`src/include/spmm_defs_defs.svh`:
```
`ifndef SPMM_DEFS_DEFS_SVH
`define SPMM_DEFS_DEFS_SVH

// data widths
`define SPMM_DATA_W      8
`define SPMM_ACC_W       20
`define SPMM_ROWLEN_W    4
`define SPMM_NN_W        5

// array shape
`define SPMM_COLS        4
`define SPMM_NODES       16
`define SPMM_H_DEPTH     64
`define SPMM_INFO_DEPTH  16

// address widths for the depths above
`define SPMM_H_AW        6
`define SPMM_INFO_AW     4
`define SPMM_NODE_AW     4
`define SPMM_COL_SEL_W   2
`define SPMM_ROWS_W      5

// host command port
`define SPMM_CMD_AW      6
`define SPMM_CMD_W       16

`endif

```
`src/hw/spmm_ctrl_pkg.sv`:
```
package spmm_ctrl_pkg;

  // host command opcodes
  typedef enum logic [1:0] {
    OP_LOAD_H    = 2'd0,
    OP_LOAD_INFO = 2'd1,
    OP_LOAD_W    = 2'd2,
    OP_RUN       = 2'd3
  } spmm_op_e;

  // row sequencer
  typedef enum logic [1:0] {
    S_IDLE   = 2'd0,
    S_FETCH  = 2'd1,
    S_STREAM = 2'd2
  } seq_state_e;

endpackage

```
`src/hw/spmm_data_pkg.sv`:
```
`include "spmm_defs_defs.svh"

package spmm_data_pkg;

  // one nonzero of a sparse H row
  typedef struct packed {
    logic [`SPMM_NODE_AW-1:0]     col_idx;
    logic signed [`SPMM_DATA_W-1:0] value;
  } h_entry_t;

  // per-row descriptor
  typedef struct packed {
    logic [`SPMM_ROWLEN_W-1:0] row_length;
    logic [`SPMM_NN_W-1:0]     num_of_nodes;
    logic                      source_flag;
  } node_info_t;

  // column 3 sits in the top lane of sums
  typedef struct packed {
    logic [`SPMM_COLS-1:0][`SPMM_ACC_W-1:0] sums;
    logic [`SPMM_NN_W-1:0]                  num_of_nodes;
    logic                                   source_flag;
  } wh_t;

  // num-node record written for source rows only
  typedef logic [`SPMM_NN_W-1:0] num_node_t;

endpackage

```
`src/hw/spmm_mem.sv`:
```
`include "spmm_defs_defs.svh"

module spmm_mem (
  input  logic                                         clk,
  input  logic                                         rst_n,
  // host write side
  input  logic                                         h_we_i,
  input  logic [`SPMM_H_AW-1:0]                        h_waddr_i,
  input  spmm_data_pkg::h_entry_t                      h_wdata_i,
  input  logic                                         info_we_i,
  input  logic [`SPMM_INFO_AW-1:0]                     info_waddr_i,
  input  spmm_data_pkg::node_info_t                    info_wdata_i,
  input  logic                                         w_we_i,
  input  logic [`SPMM_COL_SEL_W-1:0]                   w_col_i,
  input  logic [`SPMM_NODE_AW-1:0]                     w_node_i,
  input  logic [`SPMM_DATA_W-1:0]                      w_wdata_i,
  // read side
  input  logic [`SPMM_H_AW-1:0]                        h_raddr_i,
  output spmm_data_pkg::h_entry_t                      h_rdata_o,
  input  logic [`SPMM_INFO_AW-1:0]                     info_raddr_i,
  output spmm_data_pkg::node_info_t                    info_rdata_o,
  input  logic [`SPMM_COLS-1:0][`SPMM_NODE_AW-1:0]     w_raddr_i,
  output logic [`SPMM_COLS-1:0][`SPMM_DATA_W-1:0]      w_rdata_o
);

  spmm_data_pkg::h_entry_t   h_mem    [`SPMM_H_DEPTH];
  spmm_data_pkg::node_info_t info_mem [`SPMM_INFO_DEPTH];

  // H data with one entry per nonzero
  always_ff @(posedge clk) begin
    if (h_we_i) begin
      h_mem[h_waddr_i] <= h_wdata_i;
    end
  end

  // node info with one entry per row
  always_ff @(posedge clk) begin
    if (info_we_i) begin
      info_mem[info_waddr_i] <= info_wdata_i;
    end
  end

  always_ff @(posedge clk or negedge rst_n) begin
    if (!rst_n) begin
      h_rdata_o    <= '0;
      info_rdata_o <= '0;
    end else begin
      h_rdata_o    <= h_mem[h_raddr_i];
      info_rdata_o <= info_mem[info_raddr_i];
    end
  end

  // one weight bank per column with its own read address
  for (genvar c = 0; c < `SPMM_COLS; c++) begin : g_wbank
    logic [`SPMM_DATA_W-1:0] w_mem [`SPMM_NODES];

    always_ff @(posedge clk) begin
      if (w_we_i && (w_col_i == `SPMM_COL_SEL_W'(c))) begin
        w_mem[w_node_i] <= w_wdata_i;
      end
    end

    always_ff @(posedge clk or negedge rst_n) begin
      if (!rst_n) begin
        w_rdata_o[c] <= '0;
      end else begin
        w_rdata_o[c] <= w_mem[w_raddr_i[c]];
      end
    end
  end

endmodule

```
`src/hw/spmm_row_decoder.sv`:
```
`include "spmm_defs_defs.svh"

module spmm_row_decoder (
  input  logic                            clk,
  input  logic                            rst_n,
  // host command port
  input  logic                            cmd_valid_i,
  input  spmm_ctrl_pkg::spmm_op_e         cmd_op_i,
  input  logic [`SPMM_CMD_AW-1:0]         cmd_addr_i,
  input  logic [`SPMM_CMD_W-1:0]          cmd_data_i,
  // memory loads
  output logic                            h_we_o,
  output logic [`SPMM_H_AW-1:0]           h_waddr_o,
  output spmm_data_pkg::h_entry_t         h_wdata_o,
  output logic                            info_we_o,
  output logic [`SPMM_INFO_AW-1:0]        info_waddr_o,
  output spmm_data_pkg::node_info_t       info_wdata_o,
  output logic                            w_we_o,
  output logic [`SPMM_COL_SEL_W-1:0]      w_col_o,
  output logic [`SPMM_NODE_AW-1:0]        w_node_o,
  output logic [`SPMM_DATA_W-1:0]         w_wdata_o,
  // memory reads
  output logic [`SPMM_H_AW-1:0]           h_raddr_o,
  output logic [`SPMM_INFO_AW-1:0]        info_raddr_o,
  input  spmm_data_pkg::h_entry_t         h_rdata_i,
  input  spmm_data_pkg::node_info_t       info_rdata_i,
  // element stream to the PEs
  output logic                            pe_valid_o,
  output logic [`SPMM_NODE_AW-1:0]        col_idx_o,
  output logic signed [`SPMM_DATA_W-1:0]  value_o,
  output logic                            row_first_o,
  output logic                            row_last_o,
  output spmm_data_pkg::node_info_t       row_info_o,
  output logic                            busy_o,
  output logic                            run_start_o
);

  spmm_ctrl_pkg::seq_state_e    state_q;
  logic [`SPMM_H_AW-1:0]        h_addr_q;
  logic [`SPMM_INFO_AW-1:0]     info_addr_q;
  logic [`SPMM_ROWS_W-1:0]      row_cnt_q;
  logic [`SPMM_ROWS_W-1:0]      num_rows_q;
  logic [`SPMM_ROWLEN_W-1:0]    elem_cnt_q;
  logic [1:0]                   drain_q;
  logic                         cmd_take;
  logic                         streaming;
  logic                         last_row;

  // commands are dropped while a run is in progress
  assign cmd_take = cmd_valid_i && !busy_o;
  assign busy_o   = (state_q != spmm_ctrl_pkg::S_IDLE) || (drain_q != 2'd0);

  assign h_we_o       = cmd_take && (cmd_op_i == spmm_ctrl_pkg::OP_LOAD_H);
  assign h_waddr_o    = cmd_addr_i[`SPMM_H_AW-1:0];
  assign h_wdata_o    = cmd_data_i[$bits(spmm_data_pkg::h_entry_t)-1:0];
  assign info_we_o    = cmd_take && (cmd_op_i == spmm_ctrl_pkg::OP_LOAD_INFO);
  assign info_waddr_o = cmd_addr_i[`SPMM_INFO_AW-1:0];
  assign info_wdata_o = cmd_data_i[$bits(spmm_data_pkg::node_info_t)-1:0];
  // weight address is {column, node}
  assign w_we_o       = cmd_take && (cmd_op_i == spmm_ctrl_pkg::OP_LOAD_W);
  assign w_col_o      = cmd_addr_i[`SPMM_CMD_AW-1 -: `SPMM_COL_SEL_W];
  assign w_node_o     = cmd_addr_i[`SPMM_NODE_AW-1:0];
  assign w_wdata_o    = cmd_data_i[`SPMM_DATA_W-1:0];
  assign run_start_o  = cmd_take && (cmd_op_i == spmm_ctrl_pkg::OP_RUN);

  // the element on the H read port is issued straight away
  assign streaming   = (state_q == spmm_ctrl_pkg::S_STREAM);
  assign pe_valid_o  = streaming;
  assign col_idx_o   = h_rdata_i.col_idx;
  assign value_o     = h_rdata_i.value;
  assign row_info_o  = info_rdata_i;
  assign row_first_o = streaming && (elem_cnt_q == '0);
  assign row_last_o  = streaming && (elem_cnt_q == info_rdata_i.row_length - 1'b1);
  assign last_row    = (row_cnt_q == num_rows_q - 1'b1);

  // next row info is requested on the last element so it lands with the next first element
  assign h_raddr_o    = h_addr_q;
  assign info_raddr_o = row_last_o ? info_addr_q + 1'b1 : info_addr_q;

  always_ff @(posedge clk or negedge rst_n) begin
    if (!rst_n) begin
      state_q     <= spmm_ctrl_pkg::S_IDLE;
      h_addr_q    <= '0;
      info_addr_q <= '0;
      row_cnt_q   <= '0;
      num_rows_q  <= '0;
      elem_cnt_q  <= '0;
      drain_q     <= '0;
    end else begin
      // covers the two PE stages after the final element
      if (drain_q != 2'd0) begin
        drain_q <= drain_q - 2'd1;
      end
      case (state_q)
        spmm_ctrl_pkg::S_IDLE: begin
          if (run_start_o) begin
            num_rows_q  <= cmd_data_i[`SPMM_ROWS_W-1:0];
            h_addr_q    <= '0;
            info_addr_q <= '0;
            row_cnt_q   <= '0;
            elem_cnt_q  <= '0;
            state_q     <= spmm_ctrl_pkg::S_FETCH;
          end
        end
        spmm_ctrl_pkg::S_FETCH: begin
          h_addr_q <= h_addr_q + 1'b1;
          state_q  <= spmm_ctrl_pkg::S_STREAM;
        end
        spmm_ctrl_pkg::S_STREAM: begin
          h_addr_q <= h_addr_q + 1'b1;
          if (row_last_o) begin
            elem_cnt_q  <= '0;
            info_addr_q <= info_addr_q + 1'b1;
            if (last_row) begin
              state_q <= spmm_ctrl_pkg::S_IDLE;
              drain_q <= 2'd2;
            end else begin
              row_cnt_q <= row_cnt_q + 1'b1;
            end
          end else begin
            elem_cnt_q <= elem_cnt_q + 1'b1;
          end
        end
        default: state_q <= spmm_ctrl_pkg::S_IDLE;
      endcase
    end
  end

endmodule

```
`src/hw/spmm_sp_pe.sv`:
```
`include "spmm_defs_defs.svh"

module spmm_sp_pe (
  input  logic                            clk,
  input  logic                            rst_n,
  input  logic                            pe_valid_i,
  input  logic [`SPMM_NODE_AW-1:0]        col_idx_i,
  input  logic signed [`SPMM_DATA_W-1:0]  value_i,
  input  logic                            row_first_i,
  input  logic                            row_last_i,
  output logic [`SPMM_NODE_AW-1:0]        w_raddr_o,
  input  logic signed [`SPMM_DATA_W-1:0]  w_rdata_i,
  output logic signed [`SPMM_ACC_W-1:0]   sum_o,
  output logic                            sum_valid_o
);

  logic                             valid_q;
  logic                             first_q;
  logic                             last_q;
  logic                             sum_valid_q;
  logic signed [`SPMM_DATA_W-1:0]   value_q;
  logic signed [2*`SPMM_DATA_W-1:0] prod;
  logic signed [`SPMM_ACC_W-1:0]    acc_q;

  // weight comes back one cycle later, next to value_q
  assign w_raddr_o = col_idx_i;
  assign prod      = value_q * w_rdata_i;

  always_ff @(posedge clk or negedge rst_n) begin
    if (!rst_n) begin
      valid_q     <= 1'b0;
      first_q     <= 1'b0;
      last_q      <= 1'b0;
      sum_valid_q <= 1'b0;
    end else begin
      valid_q     <= pe_valid_i;
      first_q     <= pe_valid_i && row_first_i;
      last_q      <= pe_valid_i && row_last_i;
      sum_valid_q <= valid_q && last_q;
    end
  end

  always_ff @(posedge clk) begin
    value_q <= value_i;
    // restart on the first element of each row
    if (valid_q) begin
      if (first_q) begin
        acc_q <= `SPMM_ACC_W'(prod);
      end else begin
        acc_q <= acc_q + `SPMM_ACC_W'(prod);
      end
    end
  end

  // acc holds the row sum until the next element lands
  assign sum_o       = acc_q;
  assign sum_valid_o = sum_valid_q;

endmodule

```
`src/hw/spmm_top.sv`:
```
`include "spmm_defs_defs.svh"

module spmm_top (
  input  logic                        clk,
  input  logic                        rst_n,
  input  logic                        cmd_valid_i,
  input  spmm_ctrl_pkg::spmm_op_e     cmd_op_i,
  input  logic [`SPMM_CMD_AW-1:0]     cmd_addr_i,
  input  logic [`SPMM_CMD_W-1:0]      cmd_data_i,
  output logic                        wh_wr_o,
  output logic [`SPMM_INFO_AW-1:0]    wh_addr_o,
  output spmm_data_pkg::wh_t          wh_data_o,
  output logic                        nn_wr_o,
  output logic [`SPMM_INFO_AW-1:0]    nn_addr_o,
  output spmm_data_pkg::num_node_t    nn_data_o,
  output logic                        busy_o,
  output logic                        done_o
);

  logic                                     h_we;
  logic [`SPMM_H_AW-1:0]                    h_waddr;
  spmm_data_pkg::h_entry_t                  h_wdata;
  logic                                     info_we;
  logic [`SPMM_INFO_AW-1:0]                 info_waddr;
  spmm_data_pkg::node_info_t                info_wdata;
  logic                                     w_we;
  logic [`SPMM_COL_SEL_W-1:0]               w_col;
  logic [`SPMM_NODE_AW-1:0]                 w_node;
  logic [`SPMM_DATA_W-1:0]                  w_wdata;
  logic [`SPMM_H_AW-1:0]                    h_raddr;
  spmm_data_pkg::h_entry_t                  h_rdata;
  logic [`SPMM_INFO_AW-1:0]                 info_raddr;
  spmm_data_pkg::node_info_t                info_rdata;
  logic [`SPMM_COLS-1:0][`SPMM_NODE_AW-1:0] w_raddr;
  logic [`SPMM_COLS-1:0][`SPMM_DATA_W-1:0]  w_rdata;
  logic                                     pe_valid;
  logic [`SPMM_NODE_AW-1:0]                 col_idx;
  logic signed [`SPMM_DATA_W-1:0]           value;
  logic                                     row_first;
  logic                                     row_last;
  spmm_data_pkg::node_info_t                row_info;
  logic                                     run_start;
  logic [`SPMM_COLS-1:0][`SPMM_ACC_W-1:0]   sum;
  logic [`SPMM_COLS-1:0]                    sum_valid;

  spmm_mem spmm_mem_i (
    .clk, .rst_n,
    .h_we_i(h_we), .h_waddr_i(h_waddr), .h_wdata_i(h_wdata),
    .info_we_i(info_we), .info_waddr_i(info_waddr), .info_wdata_i(info_wdata),
    .w_we_i(w_we), .w_col_i(w_col), .w_node_i(w_node), .w_wdata_i(w_wdata),
    .h_raddr_i(h_raddr), .h_rdata_o(h_rdata),
    .info_raddr_i(info_raddr), .info_rdata_o(info_rdata),
    .w_raddr_i(w_raddr), .w_rdata_o(w_rdata)
  );

  spmm_row_decoder spmm_row_decoder_i (
    .clk, .rst_n,
    .cmd_valid_i, .cmd_op_i, .cmd_addr_i, .cmd_data_i,
    .h_we_o(h_we), .h_waddr_o(h_waddr), .h_wdata_o(h_wdata),
    .info_we_o(info_we), .info_waddr_o(info_waddr), .info_wdata_o(info_wdata),
    .w_we_o(w_we), .w_col_o(w_col), .w_node_o(w_node), .w_wdata_o(w_wdata),
    .h_raddr_o(h_raddr), .info_raddr_o(info_raddr),
    .h_rdata_i(h_rdata), .info_rdata_i(info_rdata),
    .pe_valid_o(pe_valid), .col_idx_o(col_idx), .value_o(value),
    .row_first_o(row_first), .row_last_o(row_last), .row_info_o(row_info),
    .busy_o, .run_start_o(run_start)
  );

  // one PE per weight column
  for (genvar c = 0; c < `SPMM_COLS; c++) begin : g_pe
    spmm_sp_pe spmm_sp_pe_i (
      .clk, .rst_n,
      .pe_valid_i(pe_valid), .col_idx_i(col_idx), .value_i(value),
      .row_first_i(row_first), .row_last_i(row_last),
      .w_raddr_o(w_raddr[c]), .w_rdata_i(w_rdata[c]),
      .sum_o(sum[c]), .sum_valid_o(sum_valid[c])
    );
  end

  spmm_wh_writer spmm_wh_writer_i (
    .clk, .rst_n,
    .run_start_i(run_start), .row_last_i(row_last), .row_info_i(row_info),
    .sum_i(sum), .sum_valid_i(&sum_valid), .busy_i(busy_o),
    .wh_wr_o, .wh_addr_o, .wh_data_o,
    .nn_wr_o, .nn_addr_o, .nn_data_o,
    .done_o
  );

endmodule

```
`src/hw/spmm_wh_writer.sv`:
```
`include "spmm_defs_defs.svh"

module spmm_wh_writer (
  input  logic                                     clk,
  input  logic                                     rst_n,
  input  logic                                     run_start_i,
  input  logic                                     row_last_i,
  input  spmm_data_pkg::node_info_t                row_info_i,
  input  logic [`SPMM_COLS-1:0][`SPMM_ACC_W-1:0]   sum_i,
  input  logic                                     sum_valid_i,
  input  logic                                     busy_i,
  output logic                                     wh_wr_o,
  output logic [`SPMM_INFO_AW-1:0]                 wh_addr_o,
  output spmm_data_pkg::wh_t                       wh_data_o,
  output logic                                     nn_wr_o,
  output logic [`SPMM_INFO_AW-1:0]                 nn_addr_o,
  output spmm_data_pkg::num_node_t                 nn_data_o,
  output logic                                     done_o
);

  spmm_data_pkg::node_info_t  info_d1_q;
  spmm_data_pkg::node_info_t  info_d2_q;
  logic [1:0]                 pending_q;
  logic                       wr_q;
  logic [`SPMM_INFO_AW-1:0]   wh_addr_q;
  logic [`SPMM_INFO_AW-1:0]   nn_addr_q;

  // matches the two PE stages
  always_ff @(posedge clk) begin
    info_d1_q <= row_info_i;
    info_d2_q <= info_d1_q;
  end

  always_comb begin
    wh_data_o.sums         = sum_i;
    wh_data_o.num_of_nodes = info_d2_q.num_of_nodes;
    wh_data_o.source_flag  = info_d2_q.source_flag;
  end

  assign wh_wr_o   = sum_valid_i;
  assign wh_addr_o = wh_addr_q;
  // source rows also get a num-node record
  assign nn_wr_o   = sum_valid_i && info_d2_q.source_flag;
  assign nn_addr_o = nn_addr_q;
  assign nn_data_o = info_d2_q.num_of_nodes;

  // last write done, nothing in flight, sequencer gone quiet
  assign done_o = wr_q && (pending_q == 2'd0) && !busy_i;

  always_ff @(posedge clk or negedge rst_n) begin
    if (!rst_n) begin
      wh_addr_q <= '0;
      nn_addr_q <= '0;
      pending_q <= '0;
      wr_q      <= 1'b0;
    end else begin
      wr_q <= wh_wr_o;
      // rows issued but not yet written
      case ({row_last_i, sum_valid_i})
        2'b10:   pending_q <= pending_q + 2'd1;
        2'b01:   pending_q <= pending_q - 2'd1;
        default: pending_q <= pending_q;
      endcase
      if (run_start_i) begin
        wh_addr_q <= '0;
        nn_addr_q <= '0;
      end else begin
        if (wh_wr_o) begin
          wh_addr_q <= wh_addr_q + 1'b1;
        end
        if (nn_wr_o) begin
          nn_addr_q <= nn_addr_q + 1'b1;
        end
      end
    end
  end

endmodule

```
`config.mk`:
```
export PLATFORM = sky130hd
export DESIGN_NAME = spmm_top
export DESIGN_NICKNAME = d
export VERILOG_FILES = /design/src/hw/spmm_ctrl_pkg.sv /design/src/hw/spmm_data_pkg.sv /design/src/hw/spmm_mem.sv /design/src/hw/spmm_row_decoder.sv /design/src/hw/spmm_sp_pe.sv /design/src/hw/spmm_top.sv /design/src/hw/spmm_wh_writer.sv
export VERILOG_INCLUDE_DIRS = /design/src /design/src/include
export SDC_FILE = /design/constraint.sdc
export NUM_CORES = 2
export LEC_CHECK = 0
export BUFFER_PORTS_ARGS = -buffer_cell sky130_fd_sc_hd__buf_2
export CAP_MARGIN = 20
export CORE_ASPECT_RATIO = 1.25
export CORE_UTILIZATION = 55
export DETAILED_ROUTE_END_ITERATION = 10
export GPL_ROUTABILITY_DRIVEN = 0
export MAX_ROUTING_LAYER = met4
export PLACE_DENSITY = 0.76
export SLEW_MARGIN = 20
export SYNTH_ARGS = -nofsm -noshare
export SYNTH_HDL_FRONTEND = slang
export SYNTH_SLANG_ARGS = --single-unit
```
`constraint.sdc`:
```
create_clock -name clk -period 6.3 [get_ports clk]
set_input_delay 0 -clock clk [delete_from_list [all_inputs] [get_ports clk]]
set_output_delay 0 -clock clk [all_outputs]
set_load 0.005 [all_outputs]
```
==> summary.md <==
| Metric | Value |
|---|---|
| Fillers | around 9400 |
| Clk_skew | 0.0339 ns |
| Die area | 0.140 mm² |
| Finished Layout Cells | 6805 |
| Startpoint Class | flip-flop |
| Area grow syn2layout | 11.9% |
| CORE AREA | about 0.14 mm² |
| Syn. warnings | 0 |
| Share of cells above drive strength 1 | 20.4% |
| Final Hold Viols | 0 |
| Initial Util | 55.4% |
| Clock Root Buffer | clkbuf_16 |
| Critical path cell sequence | buf_12 -> and2_1 -> fa_1 -> inv_1 -> fa_1 -> inv_1 -> fa_1 -> inv_1 -> fa_1 -> inv_1 -> ha_4 -> a21oi_2 -> o21bai_1 -> a2111o_1 -> a41oi_2 -> xnor2_1 -> ha_1 -> or2_2 -> a21oi_2 -> a31oi_2 -> a41o_1 -> or3_1 -> nand3_1 -> xnor2_1 |
| Final #Nets | 5294 |
| Worst-Margin Slew | 1.24 ns |
| Mapped Nets | 5026 |
| Chip Height | roughly 420 µm |
| Die Width | 334 µm |
| Largest net degree at the start of global routing | 96 |
| Initial antenna violation count | 5 |
| CP max-delay cell | fa_1 |
| CTS Sinks | 1637 |
| Grt total ovfl | 0 |
| Relative slew margins | 16.6% |
| Critical Path RT | 6.83 ns |
| Top Ports | 130 |
| Synth unique cells | 82 |
| # setup viols final | 0 |
| EDFF count, synth | 1520 |
| Detail Route Antenna Nets | 0 |
| Inserted Clock Buffers | between 150 and 200 |
| CTS Buffer Depth | 3 |
| Max Cap Viol | 0 |
| Inst Count DP | 6467 |
| Area of the multi-input gates | 0.0256 mm² |
| CP max stage delay | 0.54 ns |
| DR pass1 iterations | 5 |
| Sequential area share after synthesis | 63.8% |
| WL per Instance | about 25 µm |
| Max-slew violation count | 0 |
| CTS tree | yes |
| Reg clk slew, reported paths | 0.06 ns |
| Number of global-route vias before repair | 42100 |
| Crit-path max FO | 19 |
| Reg area | roughly 0.049 mm² |
| Detailed Route WL | between 150000 and 200000 µm |
| First DRT Iteration DRCs | 3740 |
| CP Class | flip-flop to flip-flop |
| Via density | between 5 and 6 |
| Num rows | 152 |
| Final period util | between 90% and 100% |
| First-pass GRT wire length | 259000 µm |
| Worst skew pair latency | just over 0.8 ns |
| Setup crit end kind | flip-flop |
| Final period demand of the worst path | around 6.1 ns |
| Status | finished clean |
| Flops & latches, synth | roughly 1600 |
| Remaining routing DRC violations | 0 |
| Fmax | 165 MHz |
| Critical Path AT | approximately 6.6 ns |
| Post-Syn Instances | 4558 |
| # H-tree levels | 4 |
| Ys flop type | edfxtp_1 |
| Post-synth ARST share | under 10% |
| Post-Syn Area | approximately 0.076 mm² |
| Port bufs | between 100 and 150 |
| Routed vias | 40700 |
| Syn Area/Cell | ~17 µm² |
| Post-DP HPWL | 104000 µm |
| Global-route usage over all layers | roughly a quarter |
| Class of the worst hold path | input pin to flip-flop |
## path summary, 6_finish.rpt
kind	startpoint	to	slack (ns)	cells after the start
min in group asynchronous	rst_n	spmm_row_decoder_i.row_cnt_q[0]	0.32	4
max in group asynchronous	rst_n	spmm_mem_i.w_rdata_o[0]	5.28	4
max reg2reg	g_pe[3].spmm_sp_pe_i.value_q[5]	g_pe[1].spmm_sp_pe_i.sum_o[19]	0.24	24
min	cmd_data_i[4]	spmm_mem_i.info_mem[15][4]	0.29	2
min reg2reg	spmm_wh_writer_i.info_d1_q[1]	spmm_wh_writer_i.nn_data_o[0]	0.32	0
max	g_pe[3].spmm_sp_pe_i.value_q[5]	g_pe[1].spmm_sp_pe_i.sum_o[19]	0.24	24
## repair_timing
action,CTS,global route
hold buffers,30,1
hold endpoints to repair,825,4
pin swaps,0,26
gates resized for setup,2,52
setup endpoints to repair,2,18
buffers inserted,0,15
## cell usage after synthesis, types with 14 or more instances
cell	count	area share, %
xor2_1	56	0.65
nand2_1	299	1.5
fa_1	224	5.9
mux2_2	15	0.22
a21o_1	37	0.37
buf_1	27	0.13
dfxtp_1	20	0.53
ha_1	217	3.6
nor2b_1	34	0.28
mux4_2	413	12
nand4_1	26	0.21
edfxtp_1	1520	60
a31oi_1	16	0.13
dfrtp_1	97	3.2
inv_1	361	1.8
a211oi_1	16	0.16
nor3_1	30	0.20
xnor2_1	96	1.1
nand3_1	102	0.67
clkbuf_1	111	0.55
o21bai_1	20	0.20
o21ai_1	14	0.092
buf_2	19	0.13
nand2b_1	17	0.14
a21oi_1	96	0.63
and2_1	179	1.5
nor2_1	216	1.1
mux2i_1	29	0.38
o21ai_0	90	0.59
buf_4	18	0.18
## per-stage QoR
step / hold WS (ns) / setup slack [ns] / setup TNS [ns] / instance area [µm²] / utilization, %
after floorplan: -0.296 / 0.354 / 0 / 75900 / -
after global placement: 0.0900 / 0.0111 / 0 / 79100 / 57.7
after detailed placement: 0.0953 / -0.0548 / -0.0575 / 79200 / 57.7
after CTS: 0.0259 / 0.0283 / 0 / 84500 / 61.6
after global routing: 0.309 / -0.0530 / -0.103 / 84900 / 61.9
final: 0.294 / 0.244 / 0 / 84900 / 61.9
## metal layers
| layer | up-vias | global-route usage (%) | wire length [µm] |
|---|---|---|---|
| li1 | 17700 | - | - |
| met5 | - | - | 0 |
| met2 | 1809 | 43.6 | 88900 |
| met1 | 20900 | 31.0 | 63200 |
| met4 | 0 | 9.32 | 6370 |
| met3 | 346 | 4.25 | 12000 |
## cells in the final DEF (no fill, tap or decap), types with 37 or more instances in the layout
cell type and count:
a21o_1 37, a21oi_1 87, and2_1 179, buf_2 116, buf_4 135, clkbuf_16 157, dfrtp_1 85, edfxtp_1 1520
fa_1 223, ha_1 212, inv_1 360, mux4_2 413, nand2_1 298, nand3_1 101, nor2_1 194, o21ai_0 87
xnor2_1 93, xor2_1 55
## final cells by class
| cell class | instances | area share [%] |
|---|---|---|
| flip-flops and latches | 1637 | 57.1 |
| multi-input cells | 2373 | 30.1 |
| clock buffers | 197 | 4.87 |
| well taps | 1848 | 2.72 |
| repair buffers | 295 | 2.56 |
| inverters | 364 | 1.61 |
| clock inverters | 85 | 0.977 |
| diodes | 6 | 0.0177 |
## registers in the layout, indices dropped and copies added (netlist names), 4 cells and up
| signal | cells |
|---|---|
| spmm_mem_i.info_rdata_o | 10 |
| spmm_row_decoder_i.info_addr_q | 4 |
| spmm_mem_i.h_mem | 768 |
| g_pe.spmm_sp_pe_i.value_q | 8 |
| spmm_row_decoder_i.row_cnt_q | 5 |
| spmm_wh_writer_i.nn_data_o | 5 |
| spmm_row_decoder_i.h_raddr_o | 6 |
| spmm_mem_i.info_mem | 160 |
| spmm_wh_writer_i.wh_addr_o | 4 |
| g_pe.spmm_sp_pe_i.sum_o | 80 |
| spmm_mem_i.w_rdata_o | 32 |
| spmm_row_decoder_i.elem_cnt_q | 4 |
| spmm_wh_writer_i.nn_addr_o | 4 |
| spmm_mem_i.g_wbank.w_mem | 512 |
| spmm_wh_writer_i.info_d1_q | 6 |
| spmm_row_decoder_i.num_rows_q | 5 |
| spmm_mem_i.h_rdata_o | 12 |
## cells by family after synthesis
group	after synthesis	synth area share (%)
AOI/OAI and AO/OA	365	3.03
xor gates and xnor gates	156	1.86
adders and majority gates	441	9.48
buffers and inverters	548	2.91
DFF	1637	63.8
muxes	460	12.9
and+or+nand+nor	951	5.97
## worst max-delay path, delay by kind of cell, from the launching register on
family	cells	cell delay, ns
buffers and inverters	5	0.39
XOR/XNOR	2	0.24
flip-flops	1	0.33
AO/OA/AOI/OAI	7	1.43
AND/OR/NAND/NOR	4	0.88
adder cells (fa/ha/maj)	6	2.55
Power is left out: the tool's default activity adds up to more than one toggle a clock period on the data nets, which glitch-free logic cannot reach.
